<file path="config.mk">
export PLATFORM = sky130hd
export DESIGN_NAME = pixel_unpack
export DESIGN_NICKNAME = d
export VERILOG_FILES = /design/src/common/video_pkg.sv /design/src/scanout/pixel_unpack.sv
export SDC_FILE = /design/constraint.sdc
export NUM_CORES = 1
export LEC_CHECK = 0
export ABC_AREA = 1
export BUFFER_PORTS_ARGS = -buffer_cell sky130_fd_sc_hd__buf_4
export CORE_UTILIZATION = 53
export CTS_BUF_LIST = sky130_fd_sc_hd__clkbuf_2 sky130_fd_sc_hd__clkbuf_4 sky130_fd_sc_hd__clkbuf_8
export CTS_CLUSTER_SIZE = 10
export DETAILED_ROUTE_END_ITERATION = 12
export GPL_TIMING_DRIVEN = 0
export PLACE_DENSITY = 0.8
export SLEW_MARGIN = 5
export SYNTH_ARGS = -nofsm -noshare
export SYNTH_HDL_FRONTEND = slang
export SYNTH_SLANG_ARGS = --single-unit
export TNS_END_PERCENT = 30
</file>
<file path="constraint.sdc">
create_clock -name pxl_clk -period 3.2 [get_ports pxl_clk]
set_input_delay 0.16 -clock pxl_clk [delete_from_list [all_inputs] [get_ports pxl_clk]]
set_output_delay 0.16 -clock pxl_clk [all_outputs]
set_load 0.01 [all_outputs]
</file>
<file path="src/common/video_pkg.sv">
package video_pkg;

   // Widths that carry a meaning
   typedef logic [15:0] crt_cnt_t;
   typedef logic [11:0] fb_dim_t;
   typedef logic [23:0] rgb_t;
   typedef logic [31:0] reg_data_t;
   typedef logic [9:0]  reg_addr_t;
   typedef logic [63:0] lb_word_t;
   typedef logic [7:0]  pxl_rate_t;

   // Bits per pixel in the line buffer
   typedef enum logic [1:0] {
      DEPTH_32 = 2'd0,
      DEPTH_16 = 2'd1,
      DEPTH_8  = 2'd2,
      DEPTH_4  = 2'd3
   } depth_e;

   // Register word indices
   localparam reg_addr_t REG_DEPTH      = 10'd2;
   localparam reg_addr_t REG_ENABLE     = 10'd3;
   localparam reg_addr_t REG_POLARITY   = 10'd4;
   localparam reg_addr_t REG_PXLFREQ    = 10'd5;
   localparam reg_addr_t REG_FB_WIDTH   = 10'd6;
   localparam reg_addr_t REG_FB_HEIGHT  = 10'd7;
   localparam reg_addr_t REG_BG_COLOR   = 10'd9;
   localparam reg_addr_t REG_H_TOTAL    = 10'd16;
   localparam reg_addr_t REG_H_END_DISP = 10'd17;
   localparam reg_addr_t REG_H_SRT_SYNC = 10'd18;
   localparam reg_addr_t REG_H_END_SYNC = 10'd19;
   localparam reg_addr_t REG_V_TOTAL    = 10'd20;
   localparam reg_addr_t REG_V_END_DISP = 10'd21;
   localparam reg_addr_t REG_V_SRT_SYNC = 10'd22;
   localparam reg_addr_t REG_V_END_SYNC = 10'd23;

   // Reset values, 640x480 at 60 Hz
   localparam pxl_rate_t DEF_PXLFREQ    = 8'd25;
   localparam fb_dim_t   DEF_FB_WIDTH   = 12'd640;
   localparam fb_dim_t   DEF_FB_HEIGHT  = 12'd480;
   localparam rgb_t      DEF_BG_COLOR   = 24'hffffff;
   localparam logic      DEF_SYNC_POL   = 1'b1;
   localparam crt_cnt_t  DEF_H_TOTAL    = 16'd800;
   localparam crt_cnt_t  DEF_H_END_DISP = 16'd640;
   localparam crt_cnt_t  DEF_H_SRT_SYNC = 16'd656;
   localparam crt_cnt_t  DEF_H_END_SYNC = 16'd752;
   localparam crt_cnt_t  DEF_V_TOTAL    = 16'd525;
   localparam crt_cnt_t  DEF_V_END_DISP = 16'd480;
   localparam crt_cnt_t  DEF_V_SRT_SYNC = 16'd490;
   localparam crt_cnt_t  DEF_V_END_SYNC = 16'd492;

endpackage

</file>
<file path="src/scanout/pixel_unpack.sv">
`timescale 1ns/10ps

module pixel_unpack #(
   parameter int LB_ADDR_W = 12
) (
   input  logic                 pxl_clk,
   input  logic                 rst,
   input  logic                 pxl_tick,
   input  logic                 enable,
   input  video_pkg::depth_e    depth,
   input  video_pkg::rgb_t      bg_color,
   input  logic                 line_start,
   input  logic                 line_sel,
   input  logic                 fb_area,
   input  logic                 disp_area,
   output logic                 rd_en,
   output logic [LB_ADDR_W-1:0] rd_addr,
   input  video_pkg::lb_word_t  rd_data,
   output logic [7:0]           red,
   output logic [7:0]           green,
   output logic [7:0]           blue
);

   import video_pkg::*;

   logic [5:0] offset;
   logic [5:0] offset_s3;
   logic [6:0] step;
   logic [6:0] next_off;
   logic       fb_s3;
   logic       disp_s3;
   lb_word_t   shifted;
   rgb_t       pixel;
   rgb_t       color;

   function automatic rgb_t unpack16(input logic [15:0] p);
      return {p[15:11], p[15:13], p[10:5], p[10:9], p[4:0], p[4:2]};
   endfunction

   function automatic rgb_t unpack8(input logic [7:0] p);
      return {{2{p[7:5]}}, p[7:6], {2{p[4:2]}}, p[4:3], {4{p[1:0]}}};
   endfunction

   always_comb begin
      case (depth)
         DEPTH_32: step = 7'd32;
         DEPTH_16: step = 7'd16;
         DEPTH_8:  step = 7'd8;
         default:  step = 7'd4;
      endcase
   end

   // Carry out of the offset moves to the next word
   assign next_off = {1'b0, offset} + step;

   // Stage 2 fetch position
   always_ff @(posedge pxl_clk or posedge rst) begin
      if (rst) begin
         rd_addr <= '0;
         offset  <= '0;
      end else if (pxl_tick) begin
         if (line_start) begin
            rd_addr <= {line_sel, {(LB_ADDR_W-1){1'b0}}};
            offset  <= '0;
         end else begin
            rd_addr <= rd_addr + LB_ADDR_W'(next_off[6]);
            offset  <= next_off[5:0];
         end
      end
   end

   assign rd_en = pxl_tick && enable && fb_area;

   // Stage 3, aligned with the buffer read
   always_ff @(posedge pxl_clk or posedge rst) begin
      if (rst) begin
         offset_s3 <= '0;
         fb_s3     <= 1'b0;
         disp_s3   <= 1'b0;
      end else if (pxl_tick) begin
         offset_s3 <= offset;
         fb_s3     <= fb_area;
         disp_s3   <= disp_area;
      end
   end

   assign shifted = rd_data >> offset_s3;

   always_comb begin
      case (depth)
         DEPTH_32: pixel = shifted[23:0];
         DEPTH_16: pixel = unpack16(shifted[15:0]);
         DEPTH_8:  pixel = unpack8(shifted[7:0]);
         default:  pixel = {6{shifted[3:0]}};
      endcase
   end

   always_comb begin
      if (!disp_s3 || !enable) begin
         color = '0;
      end else if (!fb_s3) begin
         color = bg_color;
      end else begin
         color = pixel;
      end
   end

   assign red   = color[23:16];
   assign green = color[15:8];
   assign blue  = color[7:0];

endmodule

</file>
Yosys cells after proc, flatten, opt, wreduce, memory -nomap -nowiden
Cells that the tools add are included.
{"block": "classes", "add_sub_neg": 2, "n_eq_ne": 2, "shifts": 1, "n_mux": 6, "reduce_logical": 6}
{"cell": "case mux 24 bit (3 select lines)", "n": 1}
{"cell": ">> shifter 64 x 6 -> 24 bit", "n": 1}
{"cell": "two-way mux 24 bit", "n": 2}
{"cell": "case mux 6 bit (3 select lines)", "n": 1}
{"cell": "adder 12 x 1 -> 12 bit", "n": 1}
{"cell": "two-way mux 12 bit", "n": 1}
{"cell": "adder 6 x 7 -> 7 bit", "n": 1}
{"cell": "two-way mux 6 bit", "n": 1}
{"cell": "equality test 2 x 1 -> 1 bit, second input constant", "n": 1}
{"cell": "equality test 2 bit, second input constant", "n": 1}
{"cell": "logical AND 1 bit", "n": 2}
{"cell": "zero test 1 bit", "n": 2}
{"cell": "zero test 2 bit", "n": 1}
{"cell": "logical OR 1 bit", "n": 1}
{"block": "totals", "register_bits": 26, "input_bits": 98, "out_inout_bits": 37, "wordCells": 22}

Longest topological paths before layout
Gate-level depths: netlist of the first run.
{"block": "logic_depth", "word_depth": 5, "depth_mapped": 18, "depth_no_buf": 17}

Least setup slack after synthesis of the first run
Ideal clock, no wire load.
{"block": "synth_path", "kind": "register to register", "from": "reg offset[2]", "to": "reg rd_addr[10]", "t_arrival_ns": 2.278, "slack_ns": 0.836, "path_stages_with_launch": 16, "n_path_buf": 0, "period_less_slack_ns": 2.364, "path_cell_list": "dfrtp_1 ha_1 inv_1 fa_1 nor2_1 nor2_1 o21bai_1 ha_1 nand3_2 nor2_2 nand3_2 nor3_2 inv_1 nor2_1 nor2_1 nor3_1"}
{"block": "synth_between", "elab_chain_cells": 3}
{"element": "from (decl)", "line": "pixel_unpack.sv:26", "source": "logic [5:0] offset;"}
{"element": "from (signal assigned)", "line": "pixel_unpack.sv:67", "source": "offset <= next_off[5:0];"}
{"element": "adder 6 x 7 -> 7 bit", "line": "pixel_unpack.sv:54", "source": "assign next_off = {1'b0, offset} + step;"}
{"element": "adder 12 x 1 -> 12 bit", "line": "pixel_unpack.sv:66", "source": "rd_addr <= rd_addr + LB_ADDR_W'(next_off[6]);"}
{"element": "two-way mux 12 bit", "line": "pixel_unpack.sv:62", "source": "if (line_start) begin"}
{"element": "to (signal assigned)", "line": "pixel_unpack.sv:63", "source": "rd_addr <= {line_sel, {(LB_ADDR_W-1){1'b0}}};"}
{"element": "to (signal assigned)", "line": "pixel_unpack.sv:66"}
{"element": "to (decl)", "line": "pixel_unpack.sv:17", "source": "output logic [LB_ADDR_W-1:0] rd_addr,"}
No other way between the ends.
A chain may end at the register's enable or synchronous reset.

Worst setup path after layout of the first run
Ends and elaborated chain as after synthesis.

==> flow_summary.json, run 1 <==
{
  "startpoint_type": "register",
  "final-setup-viol-count": 0,
  "netlist.top_cell.by_area": "nand2_1",
  "global_route.peak_usage_layer": "met2",
  "netlist_top_cells_area": "nand2_1, nand3_1, dfrtp_1, nor2_1, inv_1",
  "wire_length_of_the_first_global_routing_pass_um": 26200,
  "start_util_pct": 55.1,
  "cts_resized": 0,
  "most_common_cell_in_the_netlist": "nand2_1",
  "synth.cell_area_mm2": 0.00404,
  "netSwitchingFraction_pct": 52.7,
  "die_area_mm2": 0.00798,
  "r2r_start": "offset[2]",
  "dr_wl_cell_um": 16.9,
  "comb_power_share_pct": 72.1,
  "synth.avg_cell_area_um2": 5.19,
  "htree_levels": 1,
  "drv.max_cap_violation_count": 0,
  "path_type_of_the_worst_min_delay_path": "in2async",
  "run_status": "finished, final reports clean",
  "coreArea_mm2": 0.00733,
  "fin_setup_tns_ns": 0,
  "finalPower_uw": 1830,
  "worstPathRequired_ns": 3.39,
  "synth.lib_cells_used.distinct": 32,
  "worst_tran_pin_value_ns": 0.842,
  "worst_slew_margin_rel_pct": 43.8,
  "worst_path_dominant_cell_family": "simple AND/OR/NAND/NOR gates",
  "period_needed_ns": 2.77,
  "net_count_of_the_mapped_netlist": 884,
  "wl_um": 17200,
  "die_width_um": 89.3,
  "power.static_leakage_uw": 0.00286,
  "hold_buffers": 0,
  "routed-via-count": 6167,
  "fill_cells": 649,
  "slew_violations": 0,
  "power_density_over_the_cells_mw_per_mm2": 350,
  "clkTransAtPathRegs_ns": 0.08,
  "critical_path.endpoint_type": "register",
  "maxClockFrequency_mhz": 361,
  "synth_enable_flop_cells": 0,
  "number_of_global_route_vias_before_repair": 5632,
  "die_height_um": 89.3,
  "antenna_found_initial": 0,
  "drcViolationCount": 0,
  "clock_power_share_pct": 10.9,
  "clock_tree_from_tritoncts": "built",
  "std_cell_rows": 31,
  "reg2reg_to": "rd_addr[10]",
  "power_report.internal_total_uw": 864,
  "critical-path-slowest-cell": "fa_1",
  "num_antenna_cells": 0,
  "insertion_delay_ns": 0.26,
  "crit_chain": "ha_1 -> inv_1 -> fa_1 -> nor2_1 -> nor2_1 -> o21bai_1 -> ha_1 -> nand3_2 -> nor2_2 -> nand3_2 -> nor3_2 -> inv_1 -> nor2_1 -> nor2_1 -> nor3_1",
  "antenna_violating_nets_post_route": 0,
  "cts_root_buffer": "clkbuf_8",
  "placer_s_final_routability_congestion_estimate": 1.04,
  "crit_path_frequent_cell": "nor2_1",
  "buffer_ports.inserted": 133,
  "hpwlAfterDp_um": 13000,
  "final_nets": 1022,
  "cts.repair_timing.setup_buffer_count": 0,
  "gr-usage-met3_pct": 9.88,
  "grt_max_degree": 23,
  "grt_use_total_pct": 43.2,
  "dominantRegCellSynth": "dfrtp_1",
  "crit_path_start": "offset[2]",
  "hold_violations_final": 0,
  "grt_util_met1_pct": 52.9,
  "ff2ff_setup_slack_ns": 0.43,
  "synthToLayoutAreaGrowth_pct": 29.1,
  "worst_r2r_path_depth": 15,
  "cp_data_arrival_time_ns": 2.95,
  "synth.ff_latch_count": 22,
  "critical_path.max_stage_delay_ns": 0.41,
  "cts_num_sinks": 22,
  "synth_async_sr_flop_share_pct": 100,
  "crit_path_max_fanout": 5,
  "netlist_instances": 779,
  "power.sequential.fraction_pct": 17.0,
  "detail_route.first_pass.iterations": 7,
  "ys_warn_count": 0,
  "synth_seq_area_share_pct": 13.6,
  "netlist_top_cells_count": "nand2_1, nand3_1, nor2_1, inv_1, o21ai_0",
  "layout_worst_path_cycle_share_pct": 86.5,
  "gr-usage-met2_pct": 69.7,
  "grt.overflow.total": 0,
  "fraction_of_final_layout_cells_with_drive_strength_greater_than_1_pct": 21.7,
  "rsz0062_at_grt": "false",
  "yosysTopAreaCellShare_pct": 28.2,
  "netSwitchingPower_uw": 962,
  "io_pins": 135,
  "cts-buffers-inserted": 3,
  "finalClockSkew_ns": 0.00263,
  "crit_buf_inv": 2,
  "cts.path.max_buffers": 2,
  "critical_path_class": "reg2reg",
  "power.ir.vdd_worst_mv": 0.354,
  "drt_first_iter_violations": 816,
  "avgViaCountPerCell": 6.08
}
==> state kept, by name, summed over array words and instances, names as in the netlist <==
register   flops
disp_s3        1
fb_s3          1
offset         4
offset_s3      4
rd_addr       12
==> logic make-up (layout without fill, tap and decap cells) <==
group | after synthesis | count (layout) | synth area share [%]
flip-flops | 22 | 22 | 13.6
AO/OA/AOI/OAI | 50 | 50 | 6.81
buffers and inverters | 92 | 229 | 12.0
AND/OR/NAND/NOR | 607 | 607 | 65.0
adder cells (fa/ha/maj) | 7 | 7 | 2.35
XOR/XNOR | 1 | 1 | 0.217
==> final cells by class <==
cell class	count	area, um^2	share of cell area (%)
multi-input cells	665	3010	57.6
repair buffers	133	998	19.1
flip-flops and latches	22	551	10.5
plain buffers	46	305	5.85
inverters	46	180	3.45
well taps	99	124	2.37
clock buffers	4	55.1	1.05
==> placed cells by master (no fill, tap or decap), drive strengths merged, types with 3 or more instances in the layout <==
master	n
nand2	319
nand3	210
buf	170
nor2	66
inv	45
o21ai	29
dfrtp	22
a21oi	13
clkbuf	13
nor3	11
ha	6
a22o	3
==> how the worst max path moves through the flow <==
| stage | to | slack, ns | cells past startpoint |
|---|---|---|---|
| floorplan | rd_addr[10] | 0.84 | 15 |
| global placement | rd_addr[10] | 0.47 | 19 |
| detailed placement | rd_addr[10] | 0.28 | 19 |
| CTS | rd_addr[10] | 0.46 | 15 |
| global route | rd_addr[10] | 0.18 | 15 |
| finish | rd_addr[10] | 0.43 | 15 |
==> layer usage <==
| layer | part of all wire, % | vias up |
|---|---|---|
| met5 | 0 | - |
| met4 | 4.4 | 0 |
| met3 | 14 | 94 |
| met2 | 45 | 487 |
| met1 | 37 | 2769 |
| li1 | - | 2817 |
==> power by group through the flow <==
stage	clock network, uW	logic [uW]	registers, uW
global route	211	1430	313
finish	199	1320	311
detailed placement	0	1250	315
global placement	0	1230	315
CTS	202	1250	310
floorplan	0	823	313
==> through the flow <==
step	hold WS (ns)	instance area [um^2]	cells	setup WS, ns	utilization [%]
2_1_floorplan	0.149	4040	779	0.836	-
3_3_place_gp	0.355	5160	1011	0.468	70.4
3_5_place_dp	0.363	5160	1011	0.282	70.4
4_1_cts	0.0813	5220	1015	0.456	71.2
5_1_grt	0.131	5220	1015	0.177	71.2
6_report	0.0660	5220	1015	0.432	71.2
Note: power is estimated with default switching activity, not from simulation.
==> run 2: changes to the inputs <==
--- a/config.mk
+++ b/config.mk
@@ -12,7 +12,8 @@
 export CTS_CLUSTER_SIZE = 10
 export DETAILED_ROUTE_END_ITERATION = 12
 export GPL_TIMING_DRIVEN = 0
-export PLACE_DENSITY = 0.8
+export MAX_ROUTING_LAYER = met4
+export PLACE_DENSITY_LB_ADDON = 0.05
 export SLEW_MARGIN = 5
 export SYNTH_ARGS = -nofsm -noshare
 export SYNTH_HDL_FRONTEND = slang
==> run 2 against run 1 <==
Against the previous run: maximum frequency up 0.74%; critical path type unchanged; clock power up 32%; global-route usage down 0.17 points; register-to-register slack better by 0.02 ns; final cell count unchanged; flip-flop and latch count unchanged; largest cell class unchanged.
==> flow_summary.json, run 2 (synthesis results as in run 1) <==
{
  "crit_chain": "ha_1 -> inv_1 -> fa_1 -> nor2_1 -> nor2_1 -> o21bai_1 -> ha_1 -> nand3_2 -> nor2_2 -> nand3_2 -> nor3_2 -> inv_1 -> nor2_1 -> nor2_1 -> nor3_1",
  "finalClockSkew_ns": 0.000888,
  "route.met2.wl_um": 7470,
  "hold_buffers": 0,
  "io_pins": 135,
  "run_status": "finished, final reports clean",
  "dr_wl_cell_um": 16.6,
  "critical_path.endpoint_type": "register",
  "crit_path_max_fanout": 5,
  "hold_violations_final": 0,
  "clock_power_share_pct": 13.9,
  "worst_r2r_path_depth": 15,
  "wire_length_of_the_first_global_routing_pass_um": 25400,
  "comb_power_share_pct": 69.6,
  "worst_tran_pin_value_ns": 0.847,
  "final_cell_mix": "nand2_1, nand3_1, buf_4",
  "clkTransAtPathRegs_ns": 0.08,
  "htree_levels": 1,
  "min_hold_slack_ns": 0.0600,
  "cts.path.max_buffers": 2,
  "route.layer.met1.wl_um": 6230,
  "antenna_found_initial": 0,
  "reg2reg_to": "rd_addr[10]",
  "power.ir.vdd_worst_mv": 0.361,
  "wl_met3_um": 2350,
  "path_type_of_the_worst_min_delay_path": "in2async",
  "power_density_over_the_cells_mw_per_mm2": 361,
  "hpwlAfterDp_um": 12700,
  "grt_use_total_pct": 43.1,
  "synthToLayoutAreaGrowth_pct": 29.5,
  "power.sequential.fraction_pct": 16.4,
  "cts_num_sinks": 22,
  "cp_data_arrival_time_ns": 2.94,
  "largest_reg_flops": 12,
  "cts_resized": 0,
  "worstPathRequired_ns": 3.39,
  "placer_s_final_routability_congestion_estimate": 1.01,
  "buffer_ports.inserted": 133,
  "ff2ff_setup_slack_ns": 0.45,
  "antenna_violating_nets_post_route": 0,
  "drcViolationCount": 0,
  "die_width_um": 89.3,
  "layout_commonest_cell": "nand2_1",
  "worst_slew_margin_rel_pct": 43.4,
  "cts_root_buffer": "clkbuf_8",
  "final-setup-viol-count": 0,
  "clock_tree_from_tritoncts": "built",
  "rsz0062_at_grt": "false",
  "critical_path_class": "reg2reg",
  "largest_register": "rd_addr",
  "die_height_um": 89.3,
  "slew_violations": 0,
  "number_of_global_route_vias_before_repair": 5391,
  "drv.max_cap_violation_count": 0,
  "netSwitchingPower_uw": 967,
  "crit_path_start": "offset[2]",
  "num_antenna_cells": 0,
  "cts.repair_timing.setup_buffer_count": 0,
  "fin_setup_tns_ns": 0,
  "coreArea_mm2": 0.00733,
  "netSwitchingFraction_pct": 51.2,
  "avgViaCountPerCell": 6.03,
  "finalPower_uw": 1890,
  "insertion_delay_ns": 0.27,
  "start_util_pct": 55.1,
  "die_area_mm2": 0.00798,
  "critical-path-slowest-cell": "fa_1",
  "cts-buffers-inserted": 3,
  "highest-signal-layer": "met4",
  "reg_top3": "rd_addr x12, offset x4, offset_s3 x4",
  "critical_path.endpoint": "rd_addr[10]",
  "grt_max_degree": 23,
  "std_cell_rows": 31,
  "power_report.internal_total_uw": 922,
  "drt_first_iter_violations": 815,
  "routed-via-count": 6116,
  "wl_um": 16800,
  "fraction_of_final_layout_cells_with_drive_strength_greater_than_1_pct": 21.7,
  "power.static_leakage_uw": 0.00287,
  "period_needed_ns": 2.75,
  "r2r_start": "offset[2]",
  "layout_worst_path_cycle_share_pct": 85.9,
  "finalNonFillerCells": 1015,
  "crit_path_frequent_cell": "nor2_1",
  "final_nets": 1022,
  "placed_cells": 1011,
  "detail_route.first_pass.iterations": 5,
  "critical_path.max_stage_delay_ns": 0.42,
  "maxClockFrequency_mhz": 364,
  "startpoint_type": "register",
  "grt.overflow.total": 0
}
run 2: cell count changes in the layout (fill, tap and decap cells not counted), sizes merged:
cell    change
clkbuf      -1
bufinv      +1
run 2: per-layer routing:
| metal | track usage [%] | up-vias |
|---|---|---|
| met5 | - | - |
| met4 | 17.5 | 0 |
| met3 | 8.77 | 89 |
| met2 | 69.9 | 482 |
| met1 | 52.2 | 2723 |
| li1 | - | 2822 |
run 2: final cells by class:
class | instances | area, um^2
tap | 99 | 124
multi-input combinational | 665 | 3010
timing repair buffer | 133 | 998
clock buffer | 3 | 41.3
inverter | 46 | 180
sequential | 22 | 551
fill | 669 | 2100
clock inverter | 1 | 30.0
buffer | 46 | 305
run 2: power by group through the flow:
stage	combinational, uW	clock, uW	sequential [uW]
after detailed placement	1250	0	316
after global placement	1220	0	315
after global routing	1420	273	313
after floorplan	823	0	313
after CTS	1250	264	310
final	1320	263	311
run 2: stage by stage:
step	instance area, um^2	worst slack (ns)	util (%)
final	5240	0.452	71.4
after global routing	5240	0.181	71.4
after CTS	5240	0.425	71.4
after detailed placement	5160	0.317	70.4
after global placement	5160	0.463	70.4
after floorplan	4040	0.836	-
run 2: worst max-delay path, delay by kind of cell, from the launching register on:
family          cells  cell delay (ns)
simple gates        9             1.14
fa+ha+maj           3             0.80
flops               1             0.38
compound gates      1             0.19
buf+inv             2             0.14
run 2: worst min path at each step:
stage	from	endpoint	slack [ns]	depth (start not counted)
3_5_place_dp	rst	rd_addr[9]	0.37	2
6_report	rst	rd_addr[9]	0.06	2
2_1_floorplan	rst	disp_s3	0.15	1
4_1_cts	rst	rd_addr[11]	0.08	2
5_1_grt	disp_area	disp_s3	0.12	3
3_3_place_gp	disp_area	disp_s3	0.36	3
==> run 3: changes to the inputs <==
--- a/config.mk
+++ b/config.mk
@@ -12,7 +12,6 @@
 export CTS_CLUSTER_SIZE = 10
 export DETAILED_ROUTE_END_ITERATION = 12
 export GPL_TIMING_DRIVEN = 0
-export MAX_ROUTING_LAYER = met4
 export PLACE_DENSITY_LB_ADDON = 0.05
 export SLEW_MARGIN = 5
 export SYNTH_ARGS = -nofsm -noshare
==> run 3 against run 2 <==
Against the previous run: clock power barely moved; non-clock buffer count did not move; first-iteration DRC count rose by 2.9%; worst setup slack got worse by 0.11 ns; combinational power barely moved; flip-flop and latch count did not move; die area did not move; maximum frequency fell by 4.0%; via count barely moved; count of clock-buffer cells in the layout did not move; critical path type unchanged.
==> flow_summary.json, run 3 (synthesis results as in run 1) <==
{
  "run_status": "finished, final reports clean",
  "routed-via-count": 6117,
  "finalPower_uw": 1890,
  "slew_violations": 0,
  "reg_top3": "rd_addr x12, offset x4, offset_s3 x4",
  "fraction_of_final_layout_cells_with_drive_strength_greater_than_1_pct": 21.7,
  "die_width_um": 89.3,
  "cts.path.max_buffers": 2,
  "crit_path_frequent_cell": "nor2_1",
  "crit_chain": "ha_1 -> inv_1 -> fa_1 -> nor2_1 -> nor2_1 -> o21bai_1 -> ha_1 -> nand3_2 -> nor2_2 -> nand3_2 -> nor3_2 -> inv_1 -> nor2_1 -> nor2_1 -> nor3_1",
  "worst_tran_pin_value_ns": 0.859,
  "number_of_global_route_vias_before_repair": 5509,
  "drt_first_iter_violations": 839,
  "rsz0062_at_grt": "false",
  "period_needed_ns": 2.86,
  "cts-buffers-inserted": 3,
  "layout_commonest_cell": "nand2_1",
  "coreArea_mm2": 0.00733,
  "critical_path_class": "reg2reg",
  "largest_register": "rd_addr",
  "start_util_pct": 55.1,
  "power_density_over_the_cells_mw_per_mm2": 362,
  "num_antenna_cells": 0,
  "drcViolationCount": 0,
  "grt_max_degree": 23,
  "synthToLayoutAreaGrowth_pct": 29.5,
  "clock_tree_from_tritoncts": "built",
  "antenna_found_initial": 0,
  "die_area_mm2": 0.00798,
  "std_cell_rows": 31,
  "cts_root_buffer": "clkbuf_8",
  "final_nets": 1022,
  "crit_path_max_fanout": 5,
  "htree_levels": 1,
  "power.ir.vdd_worst_mv": 0.357,
  "hpwlAfterDp_um": 12900,
  "dr_wl_cell_um": 16.9,
  "hold_buffers": 0,
  "power.static_leakage_uw": 0.00287,
  "wl_um": 17200,
  "critical-path-slowest-cell": "fa_1",
  "avgViaCountPerCell": 6.03,
  "drv.max_cap_violation_count": 0,
  "cts_num_sinks": 22,
  "layout_worst_path_cycle_share_pct": 89.4,
  "largest_reg_flops": 12,
  "die_height_um": 89.3,
  "critical_path.endpoint_type": "register",
  "fin_setup_tns_ns": 0,
  "buffer_ports.inserted": 133,
  "cp_data_arrival_time_ns": 3.05,
  "grt.overflow.total": 0,
  "critical_path.max_stage_delay_ns": 0.41,
  "startpoint_type": "register",
  "ff2ff_setup_slack_ns": 0.34,
  "finalNonFillerCells": 1015,
  "maxClockFrequency_mhz": 349,
  "insertion_delay_ns": 0.27,
  "detail_route.first_pass.iterations": 6,
  "worst_slew_margin_rel_pct": 42.6,
  "final_cell_mix": "nand2_1, nand3_1, buf_4",
  "wire_length_of_the_first_global_routing_pass_um": 25900,
  "cts_resized": 0,
  "io_pins": 135,
  "path_type_of_the_worst_min_delay_path": "in2async",
  "cts.repair_timing.setup_buffer_count": 0,
  "finalClockSkew_ns": 0.00371,
  "hold_violations_final": 0,
  "clkTransAtPathRegs_ns": 0.08,
  "final-setup-viol-count": 0,
  "placed_cells": 1011,
  "antenna_violating_nets_post_route": 0,
  "placer_s_final_routability_congestion_estimate": 0.994,
  "grt_use_total_pct": 42.8,
  "worstPathRequired_ns": 3.38
}
==> run 3: worst paths after layout <==
kind                                start      endpoint  depth (start not counted)
worst max-delay path            offset[2]   rd_addr[10]                         15
worst min-delay path                  rst   rd_addr[10]                          2
worst max register to register  offset[2]   rd_addr[10]                         15
worst min register to register    disp_s3       disp_s3                          2
max in group asynchronous             rst  offset_s3[2]                          2
min in group pxl_clk            disp_area       disp_s3                          3
==> run 3: cell type report <==
cell class                 count  area, um^2
multi-input combinational    665        3010
fill                         660        2100
timing repair buffer         133         998
sequential                    22         551
buffer                        46         305
inverter                      46         180
tap                           99         124
clock buffer                   3        41.3
clock inverter                 1        30.0
==> run 3: routing by layer <==
layer | vias to the layer above | share of wire [%] | global-route usage, %
met4 | 0 | 4.0 | 18.5
met1 | 2720 | 38 | 54.8
met3 | 70 | 13 | 8.31
met5 | - | 0 | 0
li1 | 2827 | - | -
met2 | 500 | 45 | 70.3
==> run 3: critical path, delay by kind of cell (launching register included) <==
family,cells,cell delay [ns]
AOI/OAI and AO/OA,1,0.19
buffers and inverters,2,0.17
and+or+nand+nor,9,1.23
adders and majority gates,3,0.79
DFF,1,0.39
==> run 3: power by group <==
group	total (uW)	internal, uW	leakage [uW]	switching, uW
logic	1320	458	0.00254	861
registers	311	296	0.000297	14.6
clock network	265	167	0.0000357	97.3
==> run 3: through the flow <==
stage / setup WS [ns] / hold WS (ns) / util (%) / cell area (um^2)
2_1_floorplan: 0.836 / 0.149 / - / 4040
3_5_place_dp: 0.247 / 0.368 / 70.4 / 5160
3_3_place_gp: 0.465 / 0.360 / 70.4 / 5160
4_1_cts: 0.381 / 0.0850 / 71.4 / 5240
6_report: 0.338 / 0.0650 / 71.4 / 5240
5_1_grt: 0.0629 / 0.123 / 71.4 / 5240
